## src/queue_cfg_pkg.sv

```systemverilog
package queue_cfg_pkg;

  // Queue space.
  localparam int num_queues = 4;
  localparam int queue_w    = 2;

  // Pointer space shared by all queues.
  localparam int num_ptrs = 16;
  localparam int ptr_w    = 4;

  // Holds 0 to num_ptrs.
  localparam int count_w = 5;

  // Entry payload.
  localparam int data_w = 16;

endpackage
```

## src/queue_cmd_pkg.sv

```systemverilog
package queue_cmd_pkg;

  localparam logic [1:0] op_push     = 2'd0;
  localparam logic [1:0] op_pop      = 2'd1;
  localparam logic [1:0] op_peek     = 2'd2;
  localparam logic [1:0] op_reserved = 2'd3;

  // Decode, engine and result stage.
  localparam int rsp_latency = 3;

  // Push and pop view.
  typedef struct packed {
    logic                              empty;
    logic [queue_cfg_pkg::count_w-1:0] count;
    logic [queue_cfg_pkg::ptr_w-1:0]   head;
    logic [queue_cfg_pkg::data_w-1:0]  data;
  } queue_view_t;

  // Peek view.
  typedef struct packed {
    logic                              link_valid;
    logic [queue_cfg_pkg::count_w-1:0] pad;
    logic [queue_cfg_pkg::ptr_w-1:0]   next;
    logic [queue_cfg_pkg::data_w-1:0]  data;
  } link_view_t;

  typedef union packed {
    queue_view_t qview;
    link_view_t  lview;
  } rsp_word_t;

endpackage

```

## src/queue_manager.sv

```systemverilog
`timescale 1ns/1ps

module queue_manager (
  input  logic                              clk,
  input  logic                              arst_n,
  input  logic                              cmd_valid,
  input  logic [1:0]                        cmd_op,
  input  logic [queue_cfg_pkg::queue_w-1:0] cmd_queue,
  input  logic [queue_cfg_pkg::ptr_w-1:0]   cmd_ptr,
  input  logic [queue_cfg_pkg::data_w-1:0]  cmd_data,
  output logic                              rsp_valid,
  output logic [1:0]                        rsp_op,
  output queue_cmd_pkg::rsp_word_t          rsp_word
);

  // Decode to engine.
  logic                              do_push;
  logic                              do_pop;
  logic                              do_peek;
  logic [queue_cfg_pkg::queue_w-1:0] op_queue;
  logic [queue_cfg_pkg::ptr_w-1:0]   op_ptr;
  logic [queue_cfg_pkg::data_w-1:0]  op_data;

  // Engine to result stage.
  logic                              ex_valid;
  logic [1:0]                        ex_op;
  logic                              ex_empty;
  logic [queue_cfg_pkg::count_w-1:0] ex_count;
  logic                              ex_link_valid;
  logic [queue_cfg_pkg::ptr_w-1:0]   ex_ptr;
  logic [queue_cfg_pkg::data_w-1:0]  ex_data;

  queue_cmd_decode i_queue_cmd_decode (
    .clk       (clk),
    .arst_n    (arst_n),
    .cmd_valid (cmd_valid),
    .cmd_op    (cmd_op),
    .cmd_queue (cmd_queue),
    .cmd_ptr   (cmd_ptr),
    .cmd_data  (cmd_data),
    .do_push   (do_push),
    .do_pop    (do_pop),
    .do_peek   (do_peek),
    .op_queue  (op_queue),
    .op_ptr    (op_ptr),
    .op_data   (op_data)
  );

  queue_list_engine i_queue_list_engine (
    .clk           (clk),
    .arst_n        (arst_n),
    .do_push       (do_push),
    .do_pop        (do_pop),
    .do_peek       (do_peek),
    .op_queue      (op_queue),
    .op_ptr        (op_ptr),
    .op_data       (op_data),
    .ex_valid      (ex_valid),
    .ex_op         (ex_op),
    .ex_empty      (ex_empty),
    .ex_count      (ex_count),
    .ex_link_valid (ex_link_valid),
    .ex_ptr        (ex_ptr),
    .ex_data       (ex_data)
  );

  queue_result_stage i_queue_result_stage (
    .clk           (clk),
    .arst_n        (arst_n),
    .ex_valid      (ex_valid),
    .ex_op         (ex_op),
    .ex_empty      (ex_empty),
    .ex_count      (ex_count),
    .ex_link_valid (ex_link_valid),
    .ex_ptr        (ex_ptr),
    .ex_data       (ex_data),
    .rsp_valid     (rsp_valid),
    .rsp_op        (rsp_op),
    .rsp_word      (rsp_word)
  );

endmodule

```

## src/queue_result_stage.sv

```systemverilog
`timescale 1ns/1ps

module queue_result_stage (
  input  logic                              clk,
  input  logic                              arst_n,
  input  logic                              ex_valid,
  input  logic [1:0]                        ex_op,
  input  logic                              ex_empty,
  input  logic [queue_cfg_pkg::count_w-1:0] ex_count,
  input  logic                              ex_link_valid,
  input  logic [queue_cfg_pkg::ptr_w-1:0]   ex_ptr,
  input  logic [queue_cfg_pkg::data_w-1:0]  ex_data,
  output logic                              rsp_valid,
  output logic [1:0]                        rsp_op,
  output queue_cmd_pkg::rsp_word_t          rsp_word
);

  queue_cmd_pkg::rsp_word_t word_nxt;

  always_comb begin
    word_nxt = '0;
    if (ex_op == queue_cmd_pkg::op_peek) begin
      word_nxt.lview.link_valid = ex_link_valid;
      word_nxt.lview.pad        = '0;
      word_nxt.lview.next       = ex_ptr;
      word_nxt.lview.data       = ex_data;
    end else begin
      word_nxt.qview.empty = ex_empty;
      word_nxt.qview.count = ex_count;
      word_nxt.qview.head  = ex_ptr;
      word_nxt.qview.data  = ex_data;
    end
  end

  always_ff @(posedge clk or negedge arst_n) begin
    if (!arst_n) begin
      rsp_valid <= 1'b0;
    end else begin
      rsp_valid <= ex_valid;
    end
  end

  always_ff @(posedge clk) begin
    rsp_op   <= ex_op;
    rsp_word <= word_nxt;
  end

endmodule

```

## src/queue_list_engine.sv

```systemverilog
`timescale 1ns/1ps

module queue_list_engine (
  input  logic                              clk,
  input  logic                              arst_n,
  input  logic                              do_push,
  input  logic                              do_pop,
  input  logic                              do_peek,
  input  logic [queue_cfg_pkg::queue_w-1:0] op_queue,
  input  logic [queue_cfg_pkg::ptr_w-1:0]   op_ptr,
  input  logic [queue_cfg_pkg::data_w-1:0]  op_data,
  output logic                              ex_valid,
  output logic [1:0]                        ex_op,
  output logic                              ex_empty,
  output logic [queue_cfg_pkg::count_w-1:0] ex_count,
  output logic                              ex_link_valid,
  output logic [queue_cfg_pkg::ptr_w-1:0]   ex_ptr,
  output logic [queue_cfg_pkg::data_w-1:0]  ex_data
);

  // Per-queue state.
  logic [queue_cfg_pkg::ptr_w-1:0]   head_q  [queue_cfg_pkg::num_queues];
  logic [queue_cfg_pkg::ptr_w-1:0]   tail_q  [queue_cfg_pkg::num_queues];
  logic [queue_cfg_pkg::count_w-1:0] count_q [queue_cfg_pkg::num_queues];

  // Per-pointer link and data store.
  logic [queue_cfg_pkg::ptr_w-1:0]  link_mem [queue_cfg_pkg::num_ptrs];
  logic [queue_cfg_pkg::data_w-1:0] data_mem [queue_cfg_pkg::num_ptrs];
  logic [queue_cfg_pkg::num_ptrs-1:0] link_vld;

  logic [queue_cfg_pkg::ptr_w-1:0]   cur_head;
  logic [queue_cfg_pkg::ptr_w-1:0]   cur_tail;
  logic [queue_cfg_pkg::count_w-1:0] cur_count;
  logic                              q_empty;

  logic                              empty_nxt;
  logic [queue_cfg_pkg::count_w-1:0] count_nxt;
  logic                              link_valid_nxt;
  logic [queue_cfg_pkg::ptr_w-1:0]   ptr_nxt;
  logic [queue_cfg_pkg::data_w-1:0]  data_nxt;

  assign cur_head  = head_q[op_queue];
  assign cur_tail  = tail_q[op_queue];
  assign cur_count = count_q[op_queue];
  assign q_empty   = (cur_count == '0);

  always_comb begin
    empty_nxt      = 1'b0;
    count_nxt      = '0;
    link_valid_nxt = 1'b0;
    ptr_nxt        = '0;
    data_nxt       = '0;
    if (do_push) begin
      empty_nxt = q_empty;
      count_nxt = cur_count; // Count before the push.
      ptr_nxt   = op_ptr;
      data_nxt  = op_data;
    end else if (do_pop) begin
      if (q_empty) begin
        empty_nxt = 1'b1;
      end else begin
        count_nxt = cur_count;
        ptr_nxt   = cur_head;
        data_nxt  = data_mem[cur_head];
      end
    end else if (do_peek) begin
      link_valid_nxt = link_vld[op_ptr];
      ptr_nxt        = link_mem[op_ptr];
      data_nxt       = data_mem[op_ptr];
    end
  end

  always_ff @(posedge clk or negedge arst_n) begin
    if (!arst_n) begin
      for (int i = 0; i < queue_cfg_pkg::num_queues; i++) begin
        head_q[i]  <= '0;
        tail_q[i]  <= '0;
        count_q[i] <= '0;
      end
      link_vld <= '0;
    end else begin
      if (do_push) begin
        link_vld[op_ptr] <= 1'b0; // New tail has no successor.
        if (q_empty) begin
          head_q[op_queue] <= op_ptr;
        end else begin
          link_vld[cur_tail] <= 1'b1;
        end
        tail_q[op_queue]  <= op_ptr;
        count_q[op_queue] <= cur_count + 1'b1;
      end
      if (do_pop && !q_empty) begin
        head_q[op_queue]  <= link_mem[cur_head];
        count_q[op_queue] <= cur_count - 1'b1;
      end
    end
  end

  always_ff @(posedge clk) begin
    if (do_push) begin
      data_mem[op_ptr] <= op_data;
      if (!q_empty) begin
        link_mem[cur_tail] <= op_ptr; // Chain behind the old tail.
      end
    end
  end

  always_ff @(posedge clk or negedge arst_n) begin
    if (!arst_n) begin
      ex_valid <= 1'b0;
    end else begin
      ex_valid <= do_push | do_pop | do_peek;
    end
  end

  // Opcode rebuilt from the one-hot strobes.
  always_ff @(posedge clk) begin
    ex_op         <= {do_peek, do_pop};
    ex_empty      <= empty_nxt;
    ex_count      <= count_nxt;
    ex_link_valid <= link_valid_nxt;
    ex_ptr        <= ptr_nxt;
    ex_data       <= data_nxt;
  end

endmodule

```

## src/queue_cmd_decode.sv

```systemverilog
`timescale 1ns/1ps

module queue_cmd_decode (
  input  logic                             clk,
  input  logic                             arst_n,
  input  logic                             cmd_valid,
  input  logic [1:0]                       cmd_op,
  input  logic [queue_cfg_pkg::queue_w-1:0] cmd_queue,
  input  logic [queue_cfg_pkg::ptr_w-1:0]   cmd_ptr,
  input  logic [queue_cfg_pkg::data_w-1:0]  cmd_data,
  output logic                             do_push,
  output logic                             do_pop,
  output logic                             do_peek,
  output logic [queue_cfg_pkg::queue_w-1:0] op_queue,
  output logic [queue_cfg_pkg::ptr_w-1:0]   op_ptr,
  output logic [queue_cfg_pkg::data_w-1:0]  op_data
);

  logic push_nxt;
  logic pop_nxt;
  logic peek_nxt;

  always_comb begin
    push_nxt = 1'b0;
    pop_nxt  = 1'b0;
    peek_nxt = 1'b0;
    if (cmd_valid) begin
      case (cmd_op)
        queue_cmd_pkg::op_push:     push_nxt = 1'b1;
        queue_cmd_pkg::op_pop:      pop_nxt  = 1'b1;
        queue_cmd_pkg::op_peek:     peek_nxt = 1'b1;
        queue_cmd_pkg::op_reserved: ; // Dropped, no response.
        default: ;
      endcase
    end
  end

  always_ff @(posedge clk or negedge arst_n) begin
    if (!arst_n) begin
      do_push <= 1'b0;
      do_pop  <= 1'b0;
      do_peek <= 1'b0;
    end else begin
      do_push <= push_nxt;
      do_pop  <= pop_nxt;
      do_peek <= peek_nxt;
    end
  end

  always_ff @(posedge clk) begin
    op_queue <= cmd_queue;
    op_ptr   <= cmd_ptr;
    op_data  <= cmd_data;
  end

endmodule

```

## config.mk

```make
export PLATFORM = sky130hd
export DESIGN_NAME = queue_manager
export DESIGN_NICKNAME = d
export VERILOG_FILES = /design/src/queue_cfg_pkg.sv /design/src/queue_cmd_pkg.sv /design/src/queue_manager.sv /design/src/queue_result_stage.sv /design/src/queue_list_engine.sv /design/src/queue_cmd_decode.sv
export SDC_FILE = /design/constraint.sdc
export NUM_CORES = 1
export LEC_CHECK = 0
export BUFFER_PORTS_ARGS = -buffer_cell sky130_fd_sc_hd__buf_2
export CAP_MARGIN = 10
export CELL_PAD_IN_SITES_DETAIL_PLACEMENT = 0
export CELL_PAD_IN_SITES_GLOBAL_PLACEMENT = 1
export CORE_MARGIN = 4
export CORE_UTILIZATION = 45
export CTS_BUF_LIST = sky130_fd_sc_hd__clkbuf_2
export DETAILED_ROUTE_END_ITERATION = 12
export GPL_TIMING_DRIVEN = 0
export PLACE_DENSITY = 0.67
export SYNTH_ARGS = -nofsm -noshare
export SYNTH_HDL_FRONTEND = slang
export SYNTH_HIERARCHICAL = 1
export SYNTH_SLANG_ARGS = --single-unit
```

## constraint.sdc

```tcl
create_clock -name clk -period 6.7 [get_ports clk]
set_input_delay 0.67 -clock clk [delete_from_list [all_inputs] [get_ports clk]]
set_output_delay 0.67 -clock clk [all_outputs]
set_load 0.05 [all_outputs]
```

==> results.toml <==
[timing]
rsz0062_at_grt = "false"
setup_viol = 0
finalHoldViolations = 0
fin_crit_ns = 4.69
hold_ws_ns = 0.157
setup_slack_ns = 2.01
slew_violations = 0
worst_pin_slew_ns = 1.15
finClkSkew_ns = 0.115
final.setup.tns_ns = 0
maxSlewHeadroom = 0.232
max_freq_mhz = 213
period_share = 0.699

[synthesis]
synth.avg_cell_area_um2 = 15.2
synth_top_cell_area_share = 0.465
postSynth.asyncResetShare = 0.155
ys_ff_latch = 472
ys_warn_count = 6
synth_fa_ha_area_frac = 0.00121
yosys-top-cells-area = "edfxtp_1, mux4_2, dfrtp_1"
synth_edf_count = 320
synth_compound_area_frac = 0.0764
synth_xor_area_frac = 0.00381
synth.distinct_cells = 57
synth_area_um2 = 20700
yosys_most_used_dff = "edfxtp_1"
synth-simple-area-share = 0.0526
yosysSeqAreaShare = 0.630
synthMuxAreaShare = 0.213
synth_top_family_by_area = "multiplexers"
synth_area_leader_cell = "edfxtp_1"
synth_fp_nets = 1390
synth_cells = 1361

[global_route]
grt_max_degree = 50
grt_pass1_wl_um = 88200
grt_util_all_layers = 0.241
grtUsageMet1 = 0.340
antenna_found_initial = 4
gr-total-overflow = 0
use_met3 = 0.0609
grt_util_met2 = 0.378
first_global_vias = 13718
busiest_layer = "met2"

[detailed_routing]
drtPass1Iterations = 7
drt-initial-drc-count = 1448
ant_nets = 0
vias = 13404
wl_per_cell_um = 26.0
wl_um = 59700
via_per_inst = 5.84
drc_errors = 0

[setup_path]
reg2reg_depth = 8
cp.required_ns = 7.48
r2r-end = "i_queue_list_engine/data_mem[2][0]"
cp.arrival_ns = 5.47
slowest_delay_ns = 0.73
cp-start-kind = "register"
crit_chain = "clkbuf_1 -> buf_2 -> buf_2 -> buf_1 -> clkbuf_1 -> nand2_1 -> nor2_2 -> buf_16"
cp_max_fo = 17
crit_slowest_cell = "nor2_2"
worst-setup-path-type = "register to register"
critical-path-top-delay-family = "buffers and inverters"
endpoint_kind = "register"
rrSetupSlack_ns = 2.01
crit_buf_inv = 6
reg2reg_from = "i_queue_cmd_decode/op_ptr[1]"

[clock_tree]
numCtsBuffers = 119
clk_pin_slew_ns = 0.10
clkSinkCount = 472
cts_max_path_buffers = 3
cts_tree = "built"
cts-resized-gates = 0
clock_latency_ns = 1.17
htree_levels = 3
clock-root-buffer = "clkbuf_2"

[floorplanning]
start_util = 0.456
io-pin-count = 56
die_w_um = 222
core_area_um2 = 45400
design.die.area_um2 = 49400
row_count = 78
die_y_um = 222

[layout]
final_common_cell = "edfxtp_1"
fin_cells = 2295
n_fill_cell = 3939
layout_common_cells = "edfxtp_1, clkbuf_2, o21ai_0, mux4_2, mux2i_1"
drive_gt1_frac = 0.324
fin_nets = 1614
synthToLayoutAreaGrowth_pct = 14.4

[placement]
io_buffers = 55
place_hpwl_um = 39600
place_congestion = 0.839
dpl.cell_count = 2034
dp_slack_ns = 2.04

[job]
drv_cap = 0

[min_path]
holdPathStages = 2
hold_path.class = "primary input to register"
worstHoldStart = "cmd_data[8]"
hold_end = "i_queue_cmd_decode/op_data[8]"

[outcome]
outcome = "finished, final reports clean"

[power]
power_uw = 7840
total_leakage_power_uw = 0.00854
p_per_area_nw_per_um2 = 331
ir_drop_v = 0.000197
## worst max-delay path by stage
stage / start / end / cells after the start
2_1_floorplan: i_queue_cmd_decode/op_ptr[0] / i_queue_list_engine/data_mem[11][0] / 7
3_3_place_gp: i_queue_cmd_decode/op_ptr[1] / i_queue_list_engine/data_mem[2][6] / 7
3_5_place_dp: i_queue_cmd_decode/op_ptr[1] / i_queue_list_engine/data_mem[2][6] / 8
4_1_cts: i_queue_cmd_decode/op_ptr[1] / i_queue_list_engine/data_mem[2][0] / 8
5_1_grt: i_queue_cmd_decode/op_ptr[1] / i_queue_list_engine/data_mem[2][6] / 8
6_report: i_queue_cmd_decode/op_ptr[1] / i_queue_list_engine/data_mem[2][0] / 8
## sequential cells by signal, summed over array words and instances, names as in the netlist, 16 cells and up
name and cells:
i_queue_cmd_decode/op_data 16, i_queue_list_engine/count_q 20, i_queue_list_engine/data_mem 256, i_queue_list_engine/ex_data 16, i_queue_list_engine/head_q 16, i_queue_list_engine/link_mem 64, i_queue_list_engine/link_vld 16, i_queue_list_engine/tail_q 16
i_queue_result_stage/rsp_word 26
## layout make-up
cell class / instances / area [um2] / area share
Timing Repair Buffer: 103 / 1020 / 0.0433
Sequential cell: 472 / 13000 / 0.550
Multi-Input combinational cell: 786 / 7240 / 0.306
Inverter: 5 / 18.8 / 0.000793
Antenna cell: 5 / 12.5 / 0.000529
Tap cell: 600 / 751 / 0.0317
Clock inverter: 46 / 235 / 0.00994
Clock buffer: 180 / 901 / 0.0381
Buffer: 98 / 459 / 0.0194
## kinds of logic (layout without fill, tap and decap cells)
group           Yosys count  count (layout)
xor+xnor                  9               9
other cells               0               5
mux                     298             298
simple gates            221             221
buf+inv                 103             432
compound gates          256             256
flops                   472             472
fa+ha+maj                 2               2
## worst reg2reg max path, cell delays in order (launching register included)
cell and delay (ns):
dfxtp_1 0.61, clkbuf_1 0.46, buf_2 0.45, buf_2 0.42, buf_1 0.66, clkbuf_1 0.44, nand2_1 0.40, nor2_2 0.74
buf_16 0.23
## report_power, final
group / internal [uW] / switching (uW) / leakage, uW
Combinational: 938 / 1480 / 0.00324
Sequential: 3340 / 131 / 0.00445
Clock: 769 / 1180 / 0.000851
Total: 5050 / 2790 / 0.00854
## metrics by stage
step / util / area [um2]
floorplan: - / 20700
detailed placement: 0.489 / 22200
CTS: 0.521 / 23600
global route: 0.521 / 23700
finish: 0.521 / 23700
global placement: 0.478 / 21700
## cell usage after synthesis, types with 8 or more instances
cell type	number
edfxtp_1	320
o21ai_0	119
mux4_2	104
mux2i_1	98
mux2_2	95
nand2_1	84
dfxtp_1	79
dfrtp_1	73
clkbuf_1	48
nor2_1	47
o22ai_1	43
buf_2	31
nor2b_1	27
a221oi_1	19
a22oi_1	19
a22o_1	15
a31oi_1	15
nand2b_1	14
nand3_1	13
a21oi_1	11
buf_1	8
buf_4	8
xnor2_1	8
## what timing repair did
item                                   CTS  global route
endpoints found under the hold margin   98             0
hold buffers                            30             0
buffers inserted                         0             0
## per-layer routing
metal  wire (um)  part of all wire
met5           0                 0
met4        1250             0.021
met3        5590             0.094
met2       27800              0.46
met1       25100              0.42
(Power assumes the default switching activity.)
